File: src/rtl/roadf_pkg.sv
// Road Fighter game constants
package roadf_pkg;

    // Horizontal frame geometry, in pixels
    localparam int H_TOTAL  = 384;
    localparam int H_ACTIVE = 256;
    localparam int HS_START = 272;
    localparam int HS_LEN   = 32;

    // Vertical frame geometry, in lines
    localparam int V_TOTAL  = 264;
    localparam int V_ACTIVE = 224;
    localparam int VS_START = 232;
    localparam int VS_LEN   = 4;

    // Download and SDRAM byte address width
    localparam int DL_AW = 22;

    // Download regions
    // Scroll tiles first, then objects, PCM samples and the palette PROM last
    localparam logic [DL_AW-1:0] SCR_START  = 22'h00_8000;
    localparam logic [DL_AW-1:0] OBJ_START  = 22'h01_0000;
    localparam logic [DL_AW-1:0] PCM_START  = 22'h01_8000;
    localparam logic [DL_AW-1:0] PROM_START = 22'h02_0000;

    // Palette PROM, two bytes per colour entry
    localparam int PROM_LEN = 64;
    localparam int PROM_AW  = $clog2(PROM_LEN);

    // Scroll ROM word address is line (8 bits) then group (5 bits)
    localparam int SCR_AW = 13;

    // One scroll word holds eight 4-bit pixels
    localparam int SCR_DW = 32;

    // 8-pixel groups in the visible part of a line
    localparam int GROUPS = 32;

endpackage

File: src/rtl/roadf_clocks.sv
// Pixel clock enables
module roadf_clocks (
    input  logic clk,
    input  logic rst_n,
    output logic pxl2_cen,
    output logic pxl_cen
);

    logic [2:0] cnt;

    // Free-running divider shared by both enables
    always_ff @(posedge clk or negedge rst_n) begin
        if (!rst_n) begin
            cnt <= 3'd0;
        end else begin
            cnt <= cnt + 3'd1;
        end
    end

    // Decoded one count early so the enables come out of flops
    // pxl_cen lands on every second pxl2_cen
    always_ff @(posedge clk or negedge rst_n) begin
        if (!rst_n) begin
            pxl2_cen <= 1'b0;
            pxl_cen  <= 1'b0;
        end else begin
            pxl2_cen <= cnt[1:0] == 2'b10;
            pxl_cen  <= cnt == 3'b110;
        end
    end

endmodule

File: src/rtl/roadf_prog.sv
// ROM download post-processing
module roadf_prog (
    input  logic                          clk,
    input  logic                          rst_n,
    input  logic [roadf_pkg::DL_AW-1:0]   ioctl_addr,
    input  logic [7:0]                    prog_data,
    input  logic                          prog_we,
    output logic [roadf_pkg::DL_AW-1:0]   post_addr,
    output logic [7:0]                    post_data,
    output logic                          post_we,
    output logic                          prom_we,
    output logic [roadf_pkg::PROM_AW-1:0] prom_addr,
    output logic [7:0]                    prom_data,
    output logic                          is_hyper
);
    import roadf_pkg::*;

    logic             is_scr;
    logic             is_obj;
    logic             is_prom;
    logic [DL_AW-1:0] prom_off;

    assign is_scr  = ioctl_addr >= SCR_START && ioctl_addr < OBJ_START;
    assign is_obj  = ioctl_addr >= OBJ_START && ioctl_addr < PCM_START;
    assign is_prom = ioctl_addr >= PROM_START;

    // Tile bytes are stored so the graphics fetch gets whole pixel rows
    always_comb begin
        post_addr = ioctl_addr;
        if (is_scr) begin
            post_addr[3:0] = {ioctl_addr[2:0], ~ioctl_addr[3]};
        end else if (is_obj) begin
            post_addr[4:0] = {ioctl_addr[2:0], ~ioctl_addr[4], ~ioctl_addr[3]};
        end
    end

    assign post_data = prog_data;
    assign post_we   = prog_we & ~is_prom;

    // PROM bytes go to the on-chip palette, never to SDRAM
    assign prom_off  = ioctl_addr - PROM_START;
    assign prom_we   = prog_we & is_prom;
    assign prom_addr = prom_off[PROM_AW-1:0];
    assign prom_data = prog_data;

    // Hyper Sports boards carry 0xFF in the second PROM byte
    always_ff @(posedge clk or negedge rst_n) begin
        if (!rst_n) begin
            is_hyper <= 1'b0;
        end else if (prog_we && ioctl_addr == PROM_START + DL_AW'(1)) begin
            is_hyper <= &prog_data;
        end
    end

endmodule

File: src/rtl/roadf_vtimer.sv
// Video timing generator
module roadf_vtimer (
    input  logic       clk,
    input  logic       rst_n,
    input  logic       pxl_cen,
    output logic [8:0] hdump,
    output logic [8:0] vdump,
    output logic       LHBL,
    output logic       LVBL,
    output logic       HS,
    output logic       VS
);
    import roadf_pkg::*;

    logic h_last;
    logic v_last;

    assign h_last = hdump == 9'(H_TOTAL - 1);
    assign v_last = vdump == 9'(V_TOTAL - 1);

    // Pixel and line counters
    always_ff @(posedge clk or negedge rst_n) begin
        if (!rst_n) begin
            hdump <= 9'd0;
            vdump <= 9'd0;
        end else if (pxl_cen) begin
            if (h_last) begin
                hdump <= 9'd0;
                if (v_last) begin
                    vdump <= 9'd0;
                end else begin
                    vdump <= vdump + 9'd1;
                end
            end else begin
                hdump <= hdump + 9'd1;
            end
        end
    end

    // Blanking and syncs sampled one pxl_cen after the counters,
    // in step with the registered colour from the scroll layer
    always_ff @(posedge clk or negedge rst_n) begin
        if (!rst_n) begin
            LHBL <= 1'b0;
            LVBL <= 1'b0;
            HS   <= 1'b0;
            VS   <= 1'b0;
        end else if (pxl_cen) begin
            LHBL <= hdump < 9'(H_ACTIVE);
            LVBL <= vdump < 9'(V_ACTIVE);
            HS   <= hdump >= 9'(HS_START) && hdump < 9'(HS_START + HS_LEN);
            VS   <= vdump >= 9'(VS_START) && vdump < 9'(VS_START + VS_LEN);
        end
    end

endmodule

File: src/rtl/roadf_scroll.sv
// Scroll layer
module roadf_scroll (
    input  logic                          clk,
    input  logic                          rst_n,
    input  logic                          pxl_cen,
    input  logic                          dwn_busy,
    input  logic                          is_hyper,
    input  logic [8:0]                    hdump,
    input  logic [8:0]                    vdump,
    input  logic                          prom_we,
    input  logic [roadf_pkg::PROM_AW-1:0] prom_addr,
    input  logic [7:0]                    prom_data,
    output logic                          scr_cs,
    output logic [roadf_pkg::SCR_AW-1:0]  scr_addr,
    input  logic [roadf_pkg::SCR_DW-1:0]  scr_data,
    input  logic                          scr_ok,
    output logic [3:0]                    red,
    output logic [3:0]                    green,
    output logic [3:0]                    blue
);
    import roadf_pkg::*;

    logic [5:0]         grp;
    logic [8:0]         v_next;
    logic               req_go;
    logic [SCR_AW-1:0]  req_addr;
    logic               load;
    logic               stale;
    logic               word_valid;
    logic [SCR_DW-1:0]  word;
    logic [SCR_DW-1:0]  shifter;
    logic [PROM_AW-2:0] pal_idx;
    logic [7:0]         pal_lo;
    logic [7:0]         pal_hi;
    logic               active;
    logic [7:0]         prom_mem [PROM_LEN];

    assign grp    = hdump[8:3];
    assign v_next = (vdump == 9'(V_TOTAL - 1)) ? 9'd0 : vdump + 9'd1;

    // Next group is requested at the start of the current one
    // Group 0 of the next line goes out as blanking begins
    always_comb begin
        req_go   = 1'b0;
        req_addr = {vdump[7:0], grp[4:0] + 5'd1};
        if (hdump == 9'(H_ACTIVE)) begin
            req_go   = 1'b1;
            req_addr = {v_next[7:0], 5'd0};
        end else if (hdump[2:0] == 3'd0 && grp < 6'(GROUPS - 1)) begin
            req_go = 1'b1;
        end
        req_go = req_go & pxl_cen & ~dwn_busy & ~scr_cs;
    end

    // Group boundaries that lead into a visible group
    assign load = pxl_cen &&
                  ((hdump[2:0] == 3'd7 && grp < 6'(GROUPS - 1)) ||
                   hdump == 9'(H_TOTAL - 1));

    // Fetch FSM, scr_cs doubles as the waiting state
    always_ff @(posedge clk or negedge rst_n) begin
        if (!rst_n) begin
            scr_cs     <= 1'b0;
            stale      <= 1'b0;
            word_valid <= 1'b0;
        end else begin
            if (load) begin
                word_valid <= 1'b0;
                // Group started without its word, drop it when it comes
                if (scr_cs && !scr_ok) begin
                    stale <= 1'b1;
                end
            end
            if (scr_cs && scr_ok) begin
                scr_cs <= 1'b0;
                stale  <= 1'b0;
                if (!stale && !load) begin
                    word_valid <= 1'b1;
                end
            end else if (req_go) begin
                scr_cs <= 1'b1;
            end
        end
    end

    // Address only moves while no request is open
    always_ff @(posedge clk) begin
        if (req_go) begin
            scr_addr <= req_addr;
        end
        if (scr_cs && scr_ok && !stale) begin
            word <= scr_data;
        end
    end

    // Pixel shifter, lowest nibble is the pixel on screen
    always_ff @(posedge clk or negedge rst_n) begin
        if (!rst_n) begin
            shifter <= '0;
        end else if (load) begin
            shifter <= word_valid ? word : '0;
        end else if (pxl_cen) begin
            shifter <= shifter >> 4;
        end
    end

    // Palette PROM filled by the download
    always_ff @(posedge clk) begin
        if (prom_we) begin
            prom_mem[prom_addr] <= prom_data;
        end
    end

    assign pal_idx = {is_hyper, shifter[3:0]};
    assign pal_lo  = prom_mem[{pal_idx, 1'b0}];
    assign pal_hi  = prom_mem[{pal_idx, 1'b1}];
    assign active  = hdump < 9'(H_ACTIVE) && vdump < 9'(V_ACTIVE);

    always_ff @(posedge clk or negedge rst_n) begin
        if (!rst_n) begin
            red   <= 4'd0;
            green <= 4'd0;
            blue  <= 4'd0;
        end else if (dwn_busy) begin
            red   <= 4'd0;
            green <= 4'd0;
            blue  <= 4'd0;
        end else if (pxl_cen) begin
            red   <= active ? pal_lo[3:0] : 4'd0;
            green <= active ? pal_lo[7:4] : 4'd0;
            blue  <= active ? pal_hi[3:0] : 4'd0;
        end
    end

endmodule

File: src/rtl/roadf_game.sv
// Road Fighter game top
module roadf_game (
    input  logic                         clk,
    input  logic                         rst_n,
    // ROM download
    input  logic [roadf_pkg::DL_AW-1:0]  ioctl_addr,
    input  logic [7:0]                   prog_data,
    input  logic                         prog_we,
    input  logic                         dwn_busy,
    // SDRAM loader
    output logic [roadf_pkg::DL_AW-1:0]  post_addr,
    output logic [7:0]                   post_data,
    output logic                         post_we,
    // Scroll ROM
    output logic                         scr_cs,
    output logic [roadf_pkg::SCR_AW-1:0] scr_addr,
    input  logic [roadf_pkg::SCR_DW-1:0] scr_data,
    input  logic                         scr_ok,
    // Video
    output logic                         pxl2_cen,
    output logic                         pxl_cen,
    output logic [3:0]                   red,
    output logic [3:0]                   green,
    output logic [3:0]                   blue,
    output logic                         LHBL,
    output logic                         LVBL,
    output logic                         HS,
    output logic                         VS
);
    import roadf_pkg::*;

    logic [8:0]         hdump;
    logic [8:0]         vdump;
    logic               prom_we;
    logic [PROM_AW-1:0] prom_addr;
    logic [7:0]         prom_data;
    logic               is_hyper;

    roadf_clocks u_clocks (
        .clk      (clk),
        .rst_n    (rst_n),
        .pxl2_cen (pxl2_cen),
        .pxl_cen  (pxl_cen)
    );

    roadf_prog u_prog (
        .clk        (clk),
        .rst_n      (rst_n),
        .ioctl_addr (ioctl_addr),
        .prog_data  (prog_data),
        .prog_we    (prog_we),
        .post_addr  (post_addr),
        .post_data  (post_data),
        .post_we    (post_we),
        .prom_we    (prom_we),
        .prom_addr  (prom_addr),
        .prom_data  (prom_data),
        .is_hyper   (is_hyper)
    );

    roadf_vtimer u_vtimer (
        .clk     (clk),
        .rst_n   (rst_n),
        .pxl_cen (pxl_cen),
        .hdump   (hdump),
        .vdump   (vdump),
        .LHBL    (LHBL),
        .LVBL    (LVBL),
        .HS      (HS),
        .VS      (VS)
    );

    roadf_scroll u_scroll (
        .clk       (clk),
        .rst_n     (rst_n),
        .pxl_cen   (pxl_cen),
        .dwn_busy  (dwn_busy),
        .is_hyper  (is_hyper),
        .hdump     (hdump),
        .vdump     (vdump),
        .prom_we   (prom_we),
        .prom_addr (prom_addr),
        .prom_data (prom_data),
        .scr_cs    (scr_cs),
        .scr_addr  (scr_addr),
        .scr_data  (scr_data),
        .scr_ok    (scr_ok),
        .red       (red),
        .green     (green),
        .blue      (blue)
    );

endmodule

File: config.mk
export PLATFORM = sky130hd
export DESIGN_NAME = roadf_game
export DESIGN_NICKNAME = d
export VERILOG_FILES = /design/src/rtl/roadf_pkg.sv /design/src/rtl/roadf_clocks.sv /design/src/rtl/roadf_prog.sv /design/src/rtl/roadf_vtimer.sv /design/src/rtl/roadf_scroll.sv /design/src/rtl/roadf_game.sv
export SDC_FILE = /design/constraint.sdc
export NUM_CORES = 1
export LEC_CHECK = 0
export BUFFER_PORTS_ARGS = -buffer_cell sky130_fd_sc_hd__buf_2
export CORE_UTILIZATION = 52
export CTS_CLUSTER_DIAMETER = 200
export DETAILED_ROUTE_END_ITERATION = 10
export PLACE_DENSITY = 0.73
export SLEW_MARGIN = 20
export SYNTH_ARGS = -nofsm -noshare
export SYNTH_HDL_FRONTEND = slang
export SYNTH_SLANG_ARGS = --single-unit
File: constraint.sdc
create_clock -name clk -period 2.9 [get_ports clk]
set_input_delay 0.145 -clock clk [delete_from_list [all_inputs] [get_ports clk]]
set_output_delay 0.145 -clock clk [all_outputs]
set_load 0.005 [all_outputs]
==> impl_metrics.tcl <==
set metrics [dict create \
    relSlewSlack_pct 28.7 \
    dr.pass1.iters 6 \
    netlist_top_cells_area "edfxtp_1 (62%), dfrtp_1 (9.1%), mux4_2 (3.9%)" \
    synthesis.area_mm2 0.0207 \
    crit_type "reg -> reg" \
    p_int_mw 11.7 \
    p_comb_share_pct 2.6 \
    dp_cells 1891 \
    pwr-share-seq_pct 54.3 \
    via_per_inst 5.88 \
    clockPowerShare_pct 43.1 \
    power_density_mw_per_mm2 615 \
    start_util_pct 53.1 \
    fin_crit_sh_pct 90.8 \
    finalWirelength_um 45600 \
    required_ns 3.36 \
    grt_overflow 0 \
    synth.avg_cell_area_um2 16.0 \
    worstPathMaxFanout 28 \
    fin_skew_ns 0.0245 \
    hold_violations 0 \
    postCtsSetupBuffers 0 \
    ys_seq_elements 504 \
    port-buffer-count 129 \
    startpoint_type "flip-flop" \
    fp.dieW_um 202 \
    place_area_mm2 0.0218 \
    cts_sinks 504 \
    grt_max_degree 62 \
    clk_latency_ns 0.59 \
    drt_iter0_markers 1190 \
    dr_total_vias 11878 \
    cts_buffer_depth 3 \
    cts_max_level 2 \
    cts_buffers 49 \
    yosysSeqAreaShare_pct 71.2 \
    routedWlPerCell_um 22.6 \
    rsz0062_at_grt "no" \
    worstPathArrival_ns 3.10 \
    setup_viol 0 \
    synth_edf_count 429 \
    cp-end-kind "flip-flop" \
    synth_cell_types 60 \
    synth_flop_cell "edfxtp_1" \
    p_leak_nw 7.98 \
    slew_violations 0 \
    drc 0 \
    whs_ns 0.0445 \
    path_cells "ha_1, nand4_1, or3_1, and2_1, nand2_1, a31oi_1" \
    fin_area_mm2 0.0238 \
    tightest_slew_ns 1.07 \
    critPathSlowestCell "and2_1" \
    cts_resized 0 \
    vdd_ir_drop_max_mv 0.684 \
    finalWeightedCongestion 0.828 \
    synth_warnings 0 \
    min_period_ns 2.63 \
    nNetsFinal 1534 \
    holdCritPathClass "in -> reg" \
    cts_root_buffer "clkbuf_16" \
    n_antenna_cell 0 \
    status "complete, no violations" \
    max_freq_ghz 0.380 \
    die_h_um 202 \
    cts_tree "built" \
    max_stage_delay_ns 0.82 \
    tns_ns 0 \
    antenna_found_initial 0 \
    drtAntennaViolNets 0 \
    grt_pass1_wl_um 69900 \
    drive_gt1_share_pct 22.9 \
    p_sw_share_pct 20.0 \
    row_count 72 \
    synthesis.nets 1368 \
    switching_power_mw 2.92 \
    grt_use_total_pct 22.8 \
    fin_cells 2019 \
    synth_top_area_cell "edfxtp_1" \
    dp_hpwl_um 29000 \
    die-area_mm2 0.0407 \
    power_mw 14.6 \
    core-area_mm2 0.0390 \
    ys_async_sr_fraction_pct 14.9 \
    post-synth-top-area-fraction_pct 62.2 \
    cap_violations 0 \
    num_io_pins 130 \
    syn2layout_area_growth_pct 14.6 \
    first_global_vias 12002 \
    syn_inst 1294 \
    path_clk_slew_ns 0.07 \
]
area by class of cell:
cell class              count  area, um2
repair buffers            219       1500
flip-flops and latches    504      14800
clock buffers              76       1460
inverters                  14       52.6
well taps                 518        648
clock inverters            16        159
multi-input cells         672       5170
fillers                  2816      15300
through the flow:
step	worst slack, ns	utilization, %
after floorplan	0.0791	-
after global placement	0.384	55.8
after detailed placement	0.341	55.8
after CTS	0.239	60.9
after global routing	0.0578	60.9
final	0.268	60.9
final timing paths:
path	start	end	slack, ns	cells after the start
max	u_vtimer.hdump[0]	u_scroll.shifter[0]	0.27	6
min	ioctl_addr[10]	u_prog.is_hyper	0.04	4
max reg2reg	u_vtimer.hdump[0]	u_scroll.shifter[0]	0.27	6
min reg2reg	u_clocks.cnt[0]	u_clocks.cnt[0]	0.45	1
max in group asynchronous	rst_n	u_scroll.green[3]	2.07	3
min in group asynchronous	rst_n	u_clocks.cnt[1]	0.14	2
per-layer routing:
| layer | routed length [um] | global-route usage (%) | up-vias | share of wire, % |
|---|---|---|---|---|
| met5 | 0 | 0 | - | 0 |
| met4 | 1220 | 6.74 | 0 | 2.7 |
| met3 | 4140 | 5.51 | 90 | 9.1 |
| met1 | 18400 | 31.1 | 5936 | 40 |
| met2 | 21900 | 36.7 | 536 | 48 |
| li1 | - | - | 5316 | - |
placed cells by master, fill, tap and decap left out, types with 15 or more instances in the layout:
| cell type | n |
|---|---|
| mux2i_1 | 75 |
| nand2_1 | 73 |
| clkbuf_1 | 15 |
| nand3_1 | 46 |
| a31oi_1 | 32 |
| mux2_2 | 37 |
| clkbuf_16 | 50 |
| buf_2 | 128 |
| nor2_1 | 121 |
| dlygate4sd3_1 | 36 |
| dfrtp_1 | 72 |
| a22oi_1 | 26 |
| edfxtp_1 | 429 |
| a21oi_1 | 41 |
| mux4_2 | 36 |
| o21ai_0 | 19 |
| buf_4 | 48 |
power groups by stage:
stage	clock, mW	sequential [mW]	combinational (mW)
6_report	6.30	7.94	0.374
4_1_cts	6.38	7.94	0.369
2_1_floorplan	0	8.07	0.119
3_3_place_gp	0	8.09	0.321
3_5_place_dp	0	8.09	0.331
5_1_grt	6.65	7.94	0.405
synth_stat cells, drive strengths merged (4+ instances only):
master  count
a211oi     11
a21oi      41
a221oi     11
a22o        4
a22oi      26
a31oi      32
and2        7
and3        4
buf        66
clkbuf     33
dfrtp      75
edfxtp    429
ha          7
inv        14
mux2       37
mux2i      75
mux4       48
nand2      73
nand2b      4
nand3      46
nand3b      6
nand4       6
nor2      122
nor2b      12
nor4        4
o21ai      19
o22ai      12
o31ai       4
o41ai      11
or3         5
xnor2      10
xor2        6
registers in the layout, summed over array words and instances (netlist names), 3 cells and up:
signal,cells
u_vtimer.vdump,9
u_clocks.cnt,3
u_scroll.shifter,32
u_scroll.prom_mem,384
u_scroll.red,4
u_scroll.blue,4
u_scroll.scr_addr,13
u_scroll.word,32
u_scroll.green,4
u_vtimer.hdump,9
repair_timing:
item	4_1_cts	5_1_grt
hold endpoints to repair	106	0
hold buffers	36	0
endpoints found under the setup margin	0	0
cells by family after synthesis:
kind of cell / count (synthesis) / share of synthesized area, %
flip-flops: 504 / 71.2
XOR/XNOR: 16 / 0.676
AND/OR/NAND/NOR: 308 / 6.82
multiplexers: 160 / 11.1
AO/OA/AOI/OAI: 181 / 5.92
buffers and inverters: 118 / 3.88
adder cells (fa/ha/maj): 7 / 0.423
critical path, delay by kind of cell, from the launching register on:
family	cells	cell delay, ns
simple gates	4	1.47
flops	1	0.42
compound gates	1	0.35
fa+ha+maj	1	0.25
(Power assumes the default switching activity.)
